## src/design/eth_defs_pkg.sv

```systemverilog
package eth_defs_pkg;

	// 48-bit station address as sent on the wire.
	typedef logic [47:0] mac_addr_t;

	// IPv4 address.
	typedef logic [31:0] ip_addr_t;

	// One byte of the MAC client stream.
	typedef logic [7:0] eth_byte_t;

	// EtherType field of the Ethernet header.
	typedef logic [15:0] ethertype_t;

	// Address resolution protocol.
	localparam ethertype_t ETHERTYPE_ARP = 16'h0806;

endpackage

```

## src/design/arp_defs_pkg.sv

```systemverilog
package arp_defs_pkg;

	// ARP over Ethernet and IPv4 has a fixed 28-byte header.
	localparam int ARP_HEAD_LEN = 28;

	// Whole header in wire order, first byte in the top bits.
	typedef logic [ARP_HEAD_LEN*8-1:0] arp_head_t;

	typedef logic [15:0] arp_oper_t;

	localparam arp_oper_t ARP_OP_REQUEST = 16'd1;
	localparam arp_oper_t ARP_OP_REPLY = 16'd2;

	// Fixed fields of an Ethernet/IPv4 header.
	localparam logic [15:0] ARP_HTYPE_ETH = 16'h0001;
	localparam logic [15:0] ARP_PTYPE_IPV4 = 16'h0800;
	localparam logic [7:0] ARP_HLEN = 8'd6;
	localparam logic [7:0] ARP_PLEN = 8'd4;

	// Bit positions of the fields read back from a received header.
	localparam int ARP_OPER_LSB = 160;
	localparam int ARP_SHA_LSB = 112;
	localparam int ARP_SPA_LSB = 80;
	localparam int ARP_TPA_LSB = 0;

	// Index of a byte inside the header.
	typedef logic [4:0] byte_count_t;

	localparam byte_count_t ARP_LAST_BYTE = byte_count_t'(ARP_HEAD_LEN - 1);

	typedef enum logic [1:0] {
		RX_IDLE,
		RX_HEAD,
		RX_PAYLOAD,
		RX_TAIL
	} rx_state_t;

	typedef enum logic [1:0] {
		TX_IDLE,
		TX_START,
		TX_HEAD,
		TX_TAIL
	} tx_state_t;

endpackage

```

## src/design/arp_rx_parser.sv

```systemverilog
module arp_rx_parser import eth_defs_pkg::*, arp_defs_pkg::*; (
	input logic clk,
	input logic reset,
	input logic rx_new_frame_head,
	input ethertype_t rx_ethertype,
	input logic rx_dven,
	input eth_byte_t rx_data,
	input logic rx_err,
	input ip_addr_t local_ip,
	output logic reply_due,
	output mac_addr_t req_sha,
	output ip_addr_t req_spa
);

	logic frame_head_r;
	ethertype_t ethertype_r;
	logic dven_r;
	eth_byte_t data_r;
	logic err_r;

	rx_state_t state;
	rx_state_t next_state;
	byte_count_t count;
	arp_head_t head;
	logic err_seen;
	logic arp_match;
	arp_oper_t oper;
	ip_addr_t tpa;

	// Input register stage on the MAC stream.
	always_ff @(posedge clk or posedge reset) begin
		if (reset) begin
			frame_head_r <= 1'b0;
			dven_r <= 1'b0;
			err_r <= 1'b0;
		end else begin
			frame_head_r <= rx_new_frame_head;
			dven_r <= rx_dven;
			err_r <= rx_err;
		end
	end

	always_ff @(posedge clk) begin
		ethertype_r <= rx_ethertype;
		data_r <= rx_data;
	end

	assign arp_match = frame_head_r && (ethertype_r == ETHERTYPE_ARP);

	always_comb begin
		next_state = state;
		case (state)
			RX_IDLE: begin
				if (arp_match)
					next_state = RX_HEAD;
			end
			RX_HEAD: begin
				// A frame that ends inside the header is dropped.
				if (dven_r && count == ARP_LAST_BYTE)
					next_state = RX_PAYLOAD;
				else if (!dven_r && count != '0)
					next_state = RX_IDLE;
			end
			RX_PAYLOAD: begin
				if (!dven_r)
					next_state = RX_TAIL;
			end
			RX_TAIL: begin
				// Back-to-back frames may start right here.
				next_state = arp_match ? RX_HEAD : RX_IDLE;
			end
			default: next_state = RX_IDLE;
		endcase
	end

	always_ff @(posedge clk or posedge reset) begin
		if (reset) begin
			state <= RX_IDLE;
			count <= '0;
			err_seen <= 1'b0;
		end else begin
			state <= next_state;
			if (state != RX_HEAD)
				count <= '0;
			else if (dven_r)
				count <= count + 1'b1;
			// Error flag sticks from the first header byte to the frame end.
			if (next_state == RX_HEAD && state != RX_HEAD)
				err_seen <= 1'b0;
			else if (dven_r && (state == RX_HEAD || state == RX_PAYLOAD))
				err_seen <= err_seen | err_r;
		end
	end

	// Header shift register with the oldest byte on top.
	always_ff @(posedge clk) begin
		if (state == RX_HEAD && dven_r)
			head <= {head[$bits(arp_head_t)-9:0], data_r};
	end

	assign oper = head[ARP_OPER_LSB +: $bits(arp_oper_t)];
	assign tpa = head[ARP_TPA_LSB +: $bits(ip_addr_t)];
	assign req_sha = head[ARP_SHA_LSB +: $bits(mac_addr_t)];
	assign req_spa = head[ARP_SPA_LSB +: $bits(ip_addr_t)];

	// Verdict at the frame end.
	assign reply_due = (state == RX_TAIL) && !err_seen &&
		(oper == ARP_OP_REQUEST) && (tpa == local_ip);

endmodule

```

## src/design/arp_reply_holder.sv

```systemverilog
module arp_reply_holder import eth_defs_pkg::*; (
	input logic clk,
	input logic reset,
	input logic reply_due,
	input mac_addr_t req_sha,
	input ip_addr_t req_spa,
	input logic tx_ack,
	input logic busy,
	output logic tx_request,
	output logic start,
	output mac_addr_t tha,
	output ip_addr_t tpa
);

	logic accept;

	// One reply in flight at most.
	// Later verdicts are dropped until the serializer is free again.
	assign accept = reply_due && !tx_request && !busy;

	always_ff @(posedge clk or posedge reset) begin
		if (reset) begin
			tx_request <= 1'b0;
			start <= 1'b0;
		end else begin
			if (accept)
				tx_request <= 1'b1;
			else if (tx_ack)
				tx_request <= 1'b0;
			// MAC has granted the transmit slot.
			start <= tx_ack;
		end
	end

	// Requester becomes the target of the reply.
	always_ff @(posedge clk) begin
		if (accept) begin
			tha <= req_sha;
			tpa <= req_spa;
		end
	end

endmodule

```

## src/design/arp_tx_serializer.sv

```systemverilog
module arp_tx_serializer import eth_defs_pkg::*, arp_defs_pkg::*; (
	input logic clk,
	input logic reset,
	input logic start,
	input mac_addr_t local_mac,
	input ip_addr_t local_ip,
	input mac_addr_t tha,
	input ip_addr_t tpa,
	output logic busy,
	output logic tx_dven,
	output eth_byte_t tx_data,
	output logic tx_err,
	output mac_addr_t tx_dmac,
	output mac_addr_t tx_smac,
	output ethertype_t tx_ethertype
);

	tx_state_t state;
	tx_state_t next_state;
	byte_count_t count;
	arp_head_t reply_head;
	arp_head_t shift;

	// Reply header with the local station as sender.
	assign reply_head = {
		ARP_HTYPE_ETH,
		ARP_PTYPE_IPV4,
		ARP_HLEN,
		ARP_PLEN,
		ARP_OP_REPLY,
		local_mac,
		local_ip,
		tha,
		tpa
	};

	always_comb begin
		next_state = state;
		case (state)
			TX_IDLE: begin
				if (start)
					next_state = TX_START;
			end
			TX_START: next_state = TX_HEAD;
			TX_HEAD: begin
				if (count == ARP_LAST_BYTE)
					next_state = TX_TAIL;
			end
			TX_TAIL: next_state = TX_IDLE;
			default: next_state = TX_IDLE;
		endcase
	end

	always_ff @(posedge clk or posedge reset) begin
		if (reset) begin
			state <= TX_IDLE;
			count <= '0;
			tx_dven <= 1'b0;
		end else begin
			state <= next_state;
			count <= (state == TX_HEAD) ? count + 1'b1 : '0;
			// Valid exactly while the FSM sits in TX_HEAD.
			tx_dven <= (next_state == TX_HEAD);
		end
	end

	always_ff @(posedge clk) begin
		case (next_state)
			TX_START: begin
				shift <= reply_head;
				tx_dmac <= tha;
				tx_smac <= local_mac;
			end
			TX_HEAD: begin
				tx_data <= shift[$bits(arp_head_t)-1 -: 8];
				shift <= shift << 8;
			end
			TX_TAIL: tx_data <= '0;
			default: ;
		endcase
	end

	// Covers the start cycle too, so the holder never sees a gap.
	assign busy = start || (state != TX_IDLE);

	assign tx_err = 1'b0;
	assign tx_ethertype = ETHERTYPE_ARP;

endmodule

```

## src/design/arp_responder.sv

```systemverilog
module arp_responder import eth_defs_pkg::*; (
	input logic clk,
	input logic reset,
	input mac_addr_t local_mac,
	input ip_addr_t local_ip,
	input logic rx_new_frame_head,
	input ethertype_t rx_ethertype,
	input logic rx_dven,
	input eth_byte_t rx_data,
	input logic rx_err,
	input logic tx_ack,
	output logic tx_request,
	output logic tx_dven,
	output eth_byte_t tx_data,
	output logic tx_err,
	output mac_addr_t tx_dmac,
	output mac_addr_t tx_smac,
	output ethertype_t tx_ethertype
);

	logic reply_due;
	mac_addr_t req_sha;
	ip_addr_t req_spa;
	logic start;
	logic busy;
	mac_addr_t tha;
	ip_addr_t tpa;

	// Receive side.
	arp_rx_parser u_rx_parser (
		.clk(clk),
		.reset(reset),
		.rx_new_frame_head(rx_new_frame_head),
		.rx_ethertype(rx_ethertype),
		.rx_dven(rx_dven),
		.rx_data(rx_data),
		.rx_err(rx_err),
		.local_ip(local_ip),
		.reply_due(reply_due),
		.req_sha(req_sha),
		.req_spa(req_spa)
	);

	// Handshake with the MAC.
	arp_reply_holder u_reply_holder (
		.clk(clk),
		.reset(reset),
		.reply_due(reply_due),
		.req_sha(req_sha),
		.req_spa(req_spa),
		.tx_ack(tx_ack),
		.busy(busy),
		.tx_request(tx_request),
		.start(start),
		.tha(tha),
		.tpa(tpa)
	);

	// Transmit side.
	arp_tx_serializer u_tx_serializer (
		.clk(clk),
		.reset(reset),
		.start(start),
		.local_mac(local_mac),
		.local_ip(local_ip),
		.tha(tha),
		.tpa(tpa),
		.busy(busy),
		.tx_dven(tx_dven),
		.tx_data(tx_data),
		.tx_err(tx_err),
		.tx_dmac(tx_dmac),
		.tx_smac(tx_smac),
		.tx_ethertype(tx_ethertype)
	);

endmodule

```

## config.mk

```make
export PLATFORM = sky130hd
export DESIGN_NAME = arp_responder
export DESIGN_NICKNAME = d
export VERILOG_FILES = /design/src/design/eth_defs_pkg.sv /design/src/design/arp_defs_pkg.sv /design/src/design/arp_rx_parser.sv /design/src/design/arp_reply_holder.sv /design/src/design/arp_tx_serializer.sv /design/src/design/arp_responder.sv
export SDC_FILE = /design/constraint.sdc
export NUM_CORES = 1
export LEC_CHECK = 0
export ABC_CLOCK_PERIOD_IN_PS = 15800
export BUFFER_PORTS_ARGS = -buffer_cell sky130_fd_sc_hd__buf_2
export CORE_MARGIN = 1.5
export CORE_UTILIZATION = 38
export CTS_CLUSTER_SIZE = 40
export DETAILED_ROUTE_END_ITERATION = 7
export SLEW_MARGIN = 0
export SYNTH_ARGS = -nofsm -noshare
export SYNTH_HDL_FRONTEND = slang
export SYNTH_SLANG_ARGS = --single-unit
```

## constraint.sdc

```tcl
create_clock -name clk -period 15.8 [get_ports clk]
set_input_delay 1.58 -clock clk [delete_from_list [all_inputs] [get_ports clk]]
set_output_delay 1.58 -clock clk [all_outputs]
set_load 0.02 [all_outputs]
```

==> results.toml, run 1 <==
[clock_tree]
clock_sinks = 629
cts.reportedPaths.clkPinSlew_ps = 60
cts_tree = "built"
clock-root-buffer = "clkbuf_16"
postCtsHoldBufs = 0
post_cts_resize_count = 0
maximum_level_of_the_cts_h_tree = 3
clk_latency_ps = 590
cts-root-to-sink-buffers = 3
postCtsSetupBuffers = 0
cts_buffers = 69

[power]
clkPwrFrac_pct = 28.7
power_per_cell_area_nw_per_um2 = 207
power.combinational.fraction_pct = 22.7
total_leakage_power_nw = 9.17
pwr-share-seq_pct = 48.6
intPower_mw = 3.87
vdd_drop_max_uv = 147
p_sw_share_pct = 28.5
switch_pwr_mw = 1.55

[timing]
final.setup.tns_ps = 0
timing.fmax_mhz = 252
slew_headroom_pct = 34.9
rsz0062_at_grt = "no"
hold_viol_final = 0
timing_worst_slew_pin_value_ps = 976
finalCriticalPeriod_ps = 3970
timing_max_transition_violations_final = 0
finalSetupViolCount = 0
finClkSkew_ps = 21.4
final_min_period_over_clock_period_pct = 25.1

[routing]
detail_route.wirelength_um = 39100
detailedRoute.firstPassIterationCount = 4
drc_errors = 0
routed_via_density = 4.56
detail_routed_net_length_per_standard_cell_um = 18.4
ant_nets = 0
drtIter0Drc = 615
num_vias = 9687

[worst_setup_path]
worstSetupStartpointType = "flip-flop"
timing.critical_path.arrival_ps = 4180
endpoint_kind = "flip-flop"
crit_path_start = "u_tx_serializer.state[0]$_DFF_PP0_"
critical_path.most_common_cell = "buf_4"
r2r-end = "u_tx_serializer.shift[91]$_DFFE_PP_"
setup.worst_path.class = "flip-flop to flip-flop"
crit_path_top_delay_cell = "buf_4"
cp_slowest_stage_delay_ps = 810
timing.critical_path.to = "u_tx_serializer.shift[91]$_DFFE_PP_"
cp_max_fo = 63
reg2reg_slack_ps = 11830
cp_num_buf_inv = 3
worst-path-stages = 9
worst_r2r_startpoint = "u_tx_serializer.state[0]$_DFF_PP0_"
r2r.worst_path.cells = 9
cp.required_ps = 16010
timing.critical_path.max_delay_family = "buffers and inverters"
path_cells = "inv_1 -> ha_1 -> nand4b_1 -> o21ai_1 -> a21oi_1 -> nor2_1 -> ha_4 -> buf_4 -> buf_4"

[floorplanning]
start_util_pct = 38.3
pin_count = 233
die_area_um2 = 59400
coreArea_um2 = 57500
dieHeight_um = 244
dieWidth_um = 244
floorplan.rows = 88

[global_routing]
first_global_vias = 9962
gr-max-usage-layer = "met2"
globalRoute.totalOverflow = 0
grt.met2_usage_pct = 19.3
number_of_antenna_violations_at_the_first_check_in_global_routing = 4
grt_pass1_wl_um = 59300
groute.layer.met1.usage_pct = 18.5
grt_max_degree = 102
grt_util_all_layers_pct = 13.2
global_route_met3_utilization_pct = 4.25

[placed_design]
port-buffer-count = 215
dp.cells = 1997
dp_hpwl_um = 24300
gp_congestion = 0.846
place_area_um2 = 24000

[logic_synthesis]
area_share_of_the_leading_cell_type_in_the_synthesized_netlist_pct = 79.7
ys_types = 39
post_synth_inst_count = 1037
synth_area_per_cell_um2 = 21.2
async_flop_share_pct = 3.34
synth-seq-cells = 629
synth_largest_area_cell = "edfxtp_1"
synth.cell_area_um2 = 22000
ys_warn_count = 0
synth.most_common_cell = "edfxtp_1"
ys.flop_type = "edfxtp_1"
synth.cells.most_frequent = "584 x edfxtp_1, 82 x mux2_1, 70 x mux2_2"
yosys-top-cells-area = "edfxtp_1 80%, mux2_1 4.2%, mux2_2 3.6%, dfrtp_1 2.4%, dfxtp_1 2.2%"
synth_seq_area_share_pct = 84.2
synth_enable_flop_cells = 584

[cells_and_area]
nets = 1426
multi_input_comb_area_um2 = 3270
finalInstanceArea_um2 = 26200
final_layout_size_suffix_gt1_share_pct = 29.8
regArea_um2 = 18500
area.growth.synth_to_final_pct = 18.9
fill_cells = 4875
final-instance-count-excl-fill = 2123

[run]
drv_cap = 0

[outcome]
run_status = "finished clean"

[worst_hold_path]
hold_path.class = "flip-flop to flip-flop"
power by group through the flow:
stage | logic [mW] | registers [mW] | clock network (mW)
floorplan | 0.825 | 2.85 | 0
global route | 1.36 | 2.67 | 1.67
CTS | 1.27 | 2.64 | 1.60
finish | 1.23 | 2.64 | 1.55
detailed placement | 1.26 | 2.67 | 0
global placement | 1.24 | 2.67 | 0
state kept, by name, indices dropped and copies added (netlist names):
signal                     flops
u_rx_parser.dven_r             1
u_tx_serializer.tx_dmac       48
u_rx_parser.frame_head_r       1
u_rx_parser.count              5
u_tx_serializer.tx_smac       48
u_tx_serializer.count          5
u_rx_parser.head             176
u_rx_parser.state              2
u_reply_holder.start           1
u_tx_serializer.shift        224
u_reply_holder.tpa            32
u_rx_parser.ethertype_r       16
u_reply_holder.tx_request      1
u_reply_holder.tha            48
u_rx_parser.data_r             8
u_rx_parser.err_seen           1
u_rx_parser.err_r              1
u_tx_serializer.state          2
u_tx_serializer.tx_data        8
u_tx_serializer.tx_dven        1
placed cells by master (no fill, tap or decap), types with 2 or more instances in the layout:
cell | synthesis | routed
nand4_1 | 9 | 9
nand2b_1 | 6 | 6
xor2_1 | 7 | 7
clkbuf_16 | 0 | 71
clkinvlp_4 | 0 | 4
clkinv_2 | 0 | 10
buf_2 | 19 | 215
dfrtp_1 | 21 | 21
nor3_1 | 3 | 3
conb_1 | 2 | 17
nor2b_1 | 19 | 19
nor4_2 | 4 | 4
buf_4 | 17 | 9
and2_1 | 67 | 66
dfxtp_1 | 24 | 24
mux2_2 | 70 | 70
ha_1 | 13 | 10
nor2_1 | 6 | 6
inv_1 | 11 | 11
nor4b_1 | 5 | 5
ha_4 | 0 | 3
nand2_1 | 2 | 2
nand3_1 | 3 | 3
a31oi_1 | 3 | 3
clkinv_1 | 0 | 11
mux2_1 | 82 | 82
bufinv_16 | 0 | 5
edfxtp_1 | 584 | 584
clkbuf_8 | 0 | 4
clkbuf_1 | 8 | 14
xnor2_1 | 32 | 32
o21ai_1 | 2 | 2
a21oi_1 | 4 | 4
inv_6 | 0 | 6
through the flow:
stage | hold slack [ps] | worst slack, ps | utilization (%) | power (mW)
after floorplan | 386 | 9450 | - | 3.68
after global placement | 387 | 11780 | 41.7 | 3.91
after detailed placement | 391 | 11760 | 41.7 | 3.94
after CTS | 404 | 11770 | 45.5 | 5.52
after global routing | 407 | 11500 | 45.5 | 5.71
final | 404 | 11830 | 45.5 | 5.42
per-layer routing:
metal	vias to the layer above	routed length (um)
li1	4489	-
met1	4868	18000
met2	257	17500
met3	69	2680
met4	4	842
met5	-	31
cell families (layout without fill, tap and decap cells):
family	after synthesis	count (layout)	synth area share, %
compound gates	14	14	0.415
xor+xnor	39	39	1.55
fa+ha+maj	13	13	0.739
buf+inv	55	360	1.34
flops	629	629	84.2
mux	153	153	7.82
other cells	2	18	0.0341
simple gates	132	132	3.85
layout make-up:
cell class / count / area share (%)
antenna: 1 / 0.00956
clock buffer: 89 / 7.20
tap: 765 / 3.66
multi-input combinational: 368 / 12.5
clock inverter: 36 / 1.24
inverter: 11 / 0.158
sequential: 629 / 70.9
timing repair buffer: 224 / 4.37
worst min-delay path by stage:
stage                                  start  cells past startpoint                       endpoint  slack [ps]
2_1_floorplan  u_rx_parser.data_r[0]$_DFF_P_                      0  u_rx_parser.head[0]$_DFFE_PP_         390
3_3_place_gp   u_rx_parser.data_r[6]$_DFF_P_                      0  u_rx_parser.head[6]$_DFFE_PP_         390
3_5_place_dp   u_rx_parser.data_r[4]$_DFF_P_                      0  u_rx_parser.head[4]$_DFFE_PP_         390
4_1_cts        u_rx_parser.data_r[4]$_DFF_P_                      0  u_rx_parser.head[4]$_DFFE_PP_         400
5_1_grt        u_rx_parser.data_r[7]$_DFF_P_                      0  u_rx_parser.head[7]$_DFFE_PP_         410
6_report       u_rx_parser.data_r[4]$_DFF_P_                      0  u_rx_parser.head[4]$_DFFE_PP_         400
worst reg2reg max path: cells and delay by family (launching register included):
kind	cells	cell delay, ps
buffers and inverters	3	1700
AND/OR/NAND/NOR	2	550
AO/OA/AOI/OAI	2	260
adder cells (fa/ha/maj)	2	700
flip-flops	1	320
Power figures use the tool's default switching activity.
==> run 2, diff against run 1 <==
ABC_CLOCK_PERIOD_IN_PS = 4000   (was 15800)
clock period = 4 ns   (was 15.8 ns; I/O delays follow)
==> results.toml, run 2 (synthesis results as in run 1) <==
[outcome]
run_status = "finished clean"

[power]
pwr-share-seq_pct = 48.1
vdd_drop_max_uv = 615
p_sw_share_pct = 28.4
power.combinational.fraction_pct = 24.0
clkPwrFrac_pct = 27.9
total_leakage_power_nw = 9.47
power_per_cell_area_nw_per_um2 = 803
switch_pwr_mw = 6.12
intPower_mw = 15.4

[run]
drv_cap = 0

[clock_tree]
cts_buffers = 68
clock-root-buffer = "clkbuf_16"
clock_sinks = 629
cts-root-to-sink-buffers = 3
post_cts_resize_count = 0
clk_latency_ps = 580
cts.reportedPaths.clkPinSlew_ps = 60
maximum_level_of_the_cts_h_tree = 3
cts_tree = "built"

[cells_and_area]
most-common-layout-cells = "584 x edfxtp_1, 215 x buf_2, 82 x mux2_1"
final_layout_size_suffix_gt1_share_pct = 28.7
largest_reg_flops = 224
largestRegisters = "u_tx_serializer.shift: 224 flops, u_rx_parser.head: 176 flops"
fill_cells = 4826
nets = 1493
largest_register = "u_tx_serializer.shift"
area.growth.synth_to_final_pct = 22.1
most_common_library_cell_in_the_layout_ignoring_fill_and_taps = "edfxtp_1"

[timing]
timing_worst_slew_pin_value_ps = 891
finalSetupViolCount = 0
finalCriticalPeriod_ps = 3130
final_min_period_over_clock_period_pct = 78.2
slew_headroom_pct = 40.5
finalHoldWorstSlack_ps = 23.6
timing_max_transition_violations_final = 0
rsz0062_at_grt = "no"
final.setup.tns_ps = 0
finClkSkew_ps = 13.3
hold_viol_final = 0
timing.fmax_mhz = 320

[worst_setup_path]
endpoint_kind = "flip-flop"
worstSetupStartpointType = "flip-flop"
cp.required_ps = 4310
setup.worst_path.class = "flip-flop to flip-flop"
timing.critical_path.arrival_ps = 3440
cp_max_fo = 57

[global_routing]
global_route_met3_utilization_pct = 3.58
grt_util_all_layers_pct = 13.2
grt_pass1_wl_um = 59600
globalRoute.totalOverflow = 0
number_of_antenna_violations_at_the_first_check_in_global_routing = 5
grt_max_degree = 62
first_global_vias = 10300
grt.met2_usage_pct = 19.9
gr-max-usage-layer = "met2"
groute.layer.met1.usage_pct = 18.6

[routing]
drc_errors = 0
ant_nets = 0
num_vias = 9946
detail_routed_net_length_per_standard_cell_um = 17.9
detail_route.wirelength_um = 39200
drtIter0Drc = 682
routed_via_density = 4.55
detailedRoute.firstPassIterationCount = 5

[floorplanning]
floorplan.rows = 88
die_area_um2 = 59400
dieHeight_um = 244
start_util_pct = 38.3
dieWidth_um = 244
pin_count = 233
coreArea_um2 = 57500

[placed_design]
port-buffer-count = 215
gp_congestion = 0.780
dp_hpwl_um = 24200

[worst_hold_path]
hold_path.class = "input pin to async pin"
[run 2: cell types whose count changed in the layout (fill, tap and decap cells not counted), moves of 2 or more]
cell / delta
clkinv_4: +2
clkinv_2: -3
dlygate4sd3_1: +59
clkinvlp_4: -3
inv_6: -2
buf_12: +8
bufinv_16: -2
[run 2: metrics by stage]
step	setup WS, ps	power (mW)	std cells	util (%)	cell area [um2]
after floorplan	-16.9	14.1	1052	-	22100
after global placement	947	15.6	2006	42.0	24100
after detailed placement	937	15.8	2006	42.0	24100
after CTS	903	22.0	2185	46.7	26900
after global routing	610	22.7	2186	46.8	26900
final	873	21.6	2188	46.8	26900
[run 2: timing repair]
| action | in CTS | in global routing |
|---|---|---|
| buffers inserted | 0 | 0 |
| hold buffers | 58 | 1 |
| hold endpoints to repair | 58 | 1 |
[run 2: worst paths after layout]
check                                              startpoint  cells past startpoint  slack, ps                                     to
min in group clk                                local_mac[20]                      1         30  u_tx_serializer.tx_smac[20]$_DFFE_PN_
setup / recovery           u_tx_serializer.state[0]$_DFF_PP0_                     10        870    u_tx_serializer.shift[76]$_DFFE_PP_
setup reg to reg           u_tx_serializer.state[0]$_DFF_PP0_                     10        870    u_tx_serializer.shift[76]$_DFFE_PP_
hold / removal                                          reset                      2         20      u_tx_serializer.tx_dven$_DFF_PP0_
hold reg to reg                 u_rx_parser.data_r[6]$_DFF_P_                      0        400          u_rx_parser.head[6]$_DFFE_PP_
max in group asynchronous                               reset                      2       3420         u_rx_parser.state[0]$_DFF_PP0_
[run 2: routing by layer]
layer / wire (um) / up-vias
met5: 44 / -
met4: 890 / 6
met3: 2130 / 75
met2: 17600 / 262
met1: 18500 / 4983
li1: - / 4620
[run 2: layout make-up]
| cell class | count | area [um2] | area share [%] |
|---|---|---|---|
| diodes | 2 | 5.00 | 0.0186 |
| well taps | 765 | 957 | 3.56 |
| inverters | 11 | 41.3 | 0.154 |
| flip-flops and latches | 629 | 18500 | 69.0 |
| clock buffers | 92 | 1930 | 7.17 |
| multi-input cells | 368 | 3270 | 12.2 |
| repair buffers | 292 | 1900 | 7.08 |
| clock inverters | 29 | 230 | 0.857 |
[run 2: critical path: stages, from the launching register on]
cell	delay [ps]
dfrtp_1	360
inv_1	110
ha_1	190
nand4b_1	120
o21ai_1	90
a21oi_1	160
nor2_1	140
inv_1	110
ha_4	700
buf_4	420
mux2_1	390
[run 2: power groups by stage]
stage / sequential, mW / clock (mW) / combinational, mW
finish: 10.4 / 6.01 / 5.18
global route: 10.5 / 6.45 / 5.70
CTS: 10.4 / 6.19 / 5.34
detailed placement: 10.5 / 0 / 5.28
global placement: 10.5 / 0 / 5.14
floorplan: 10.8 / 0 / 3.28
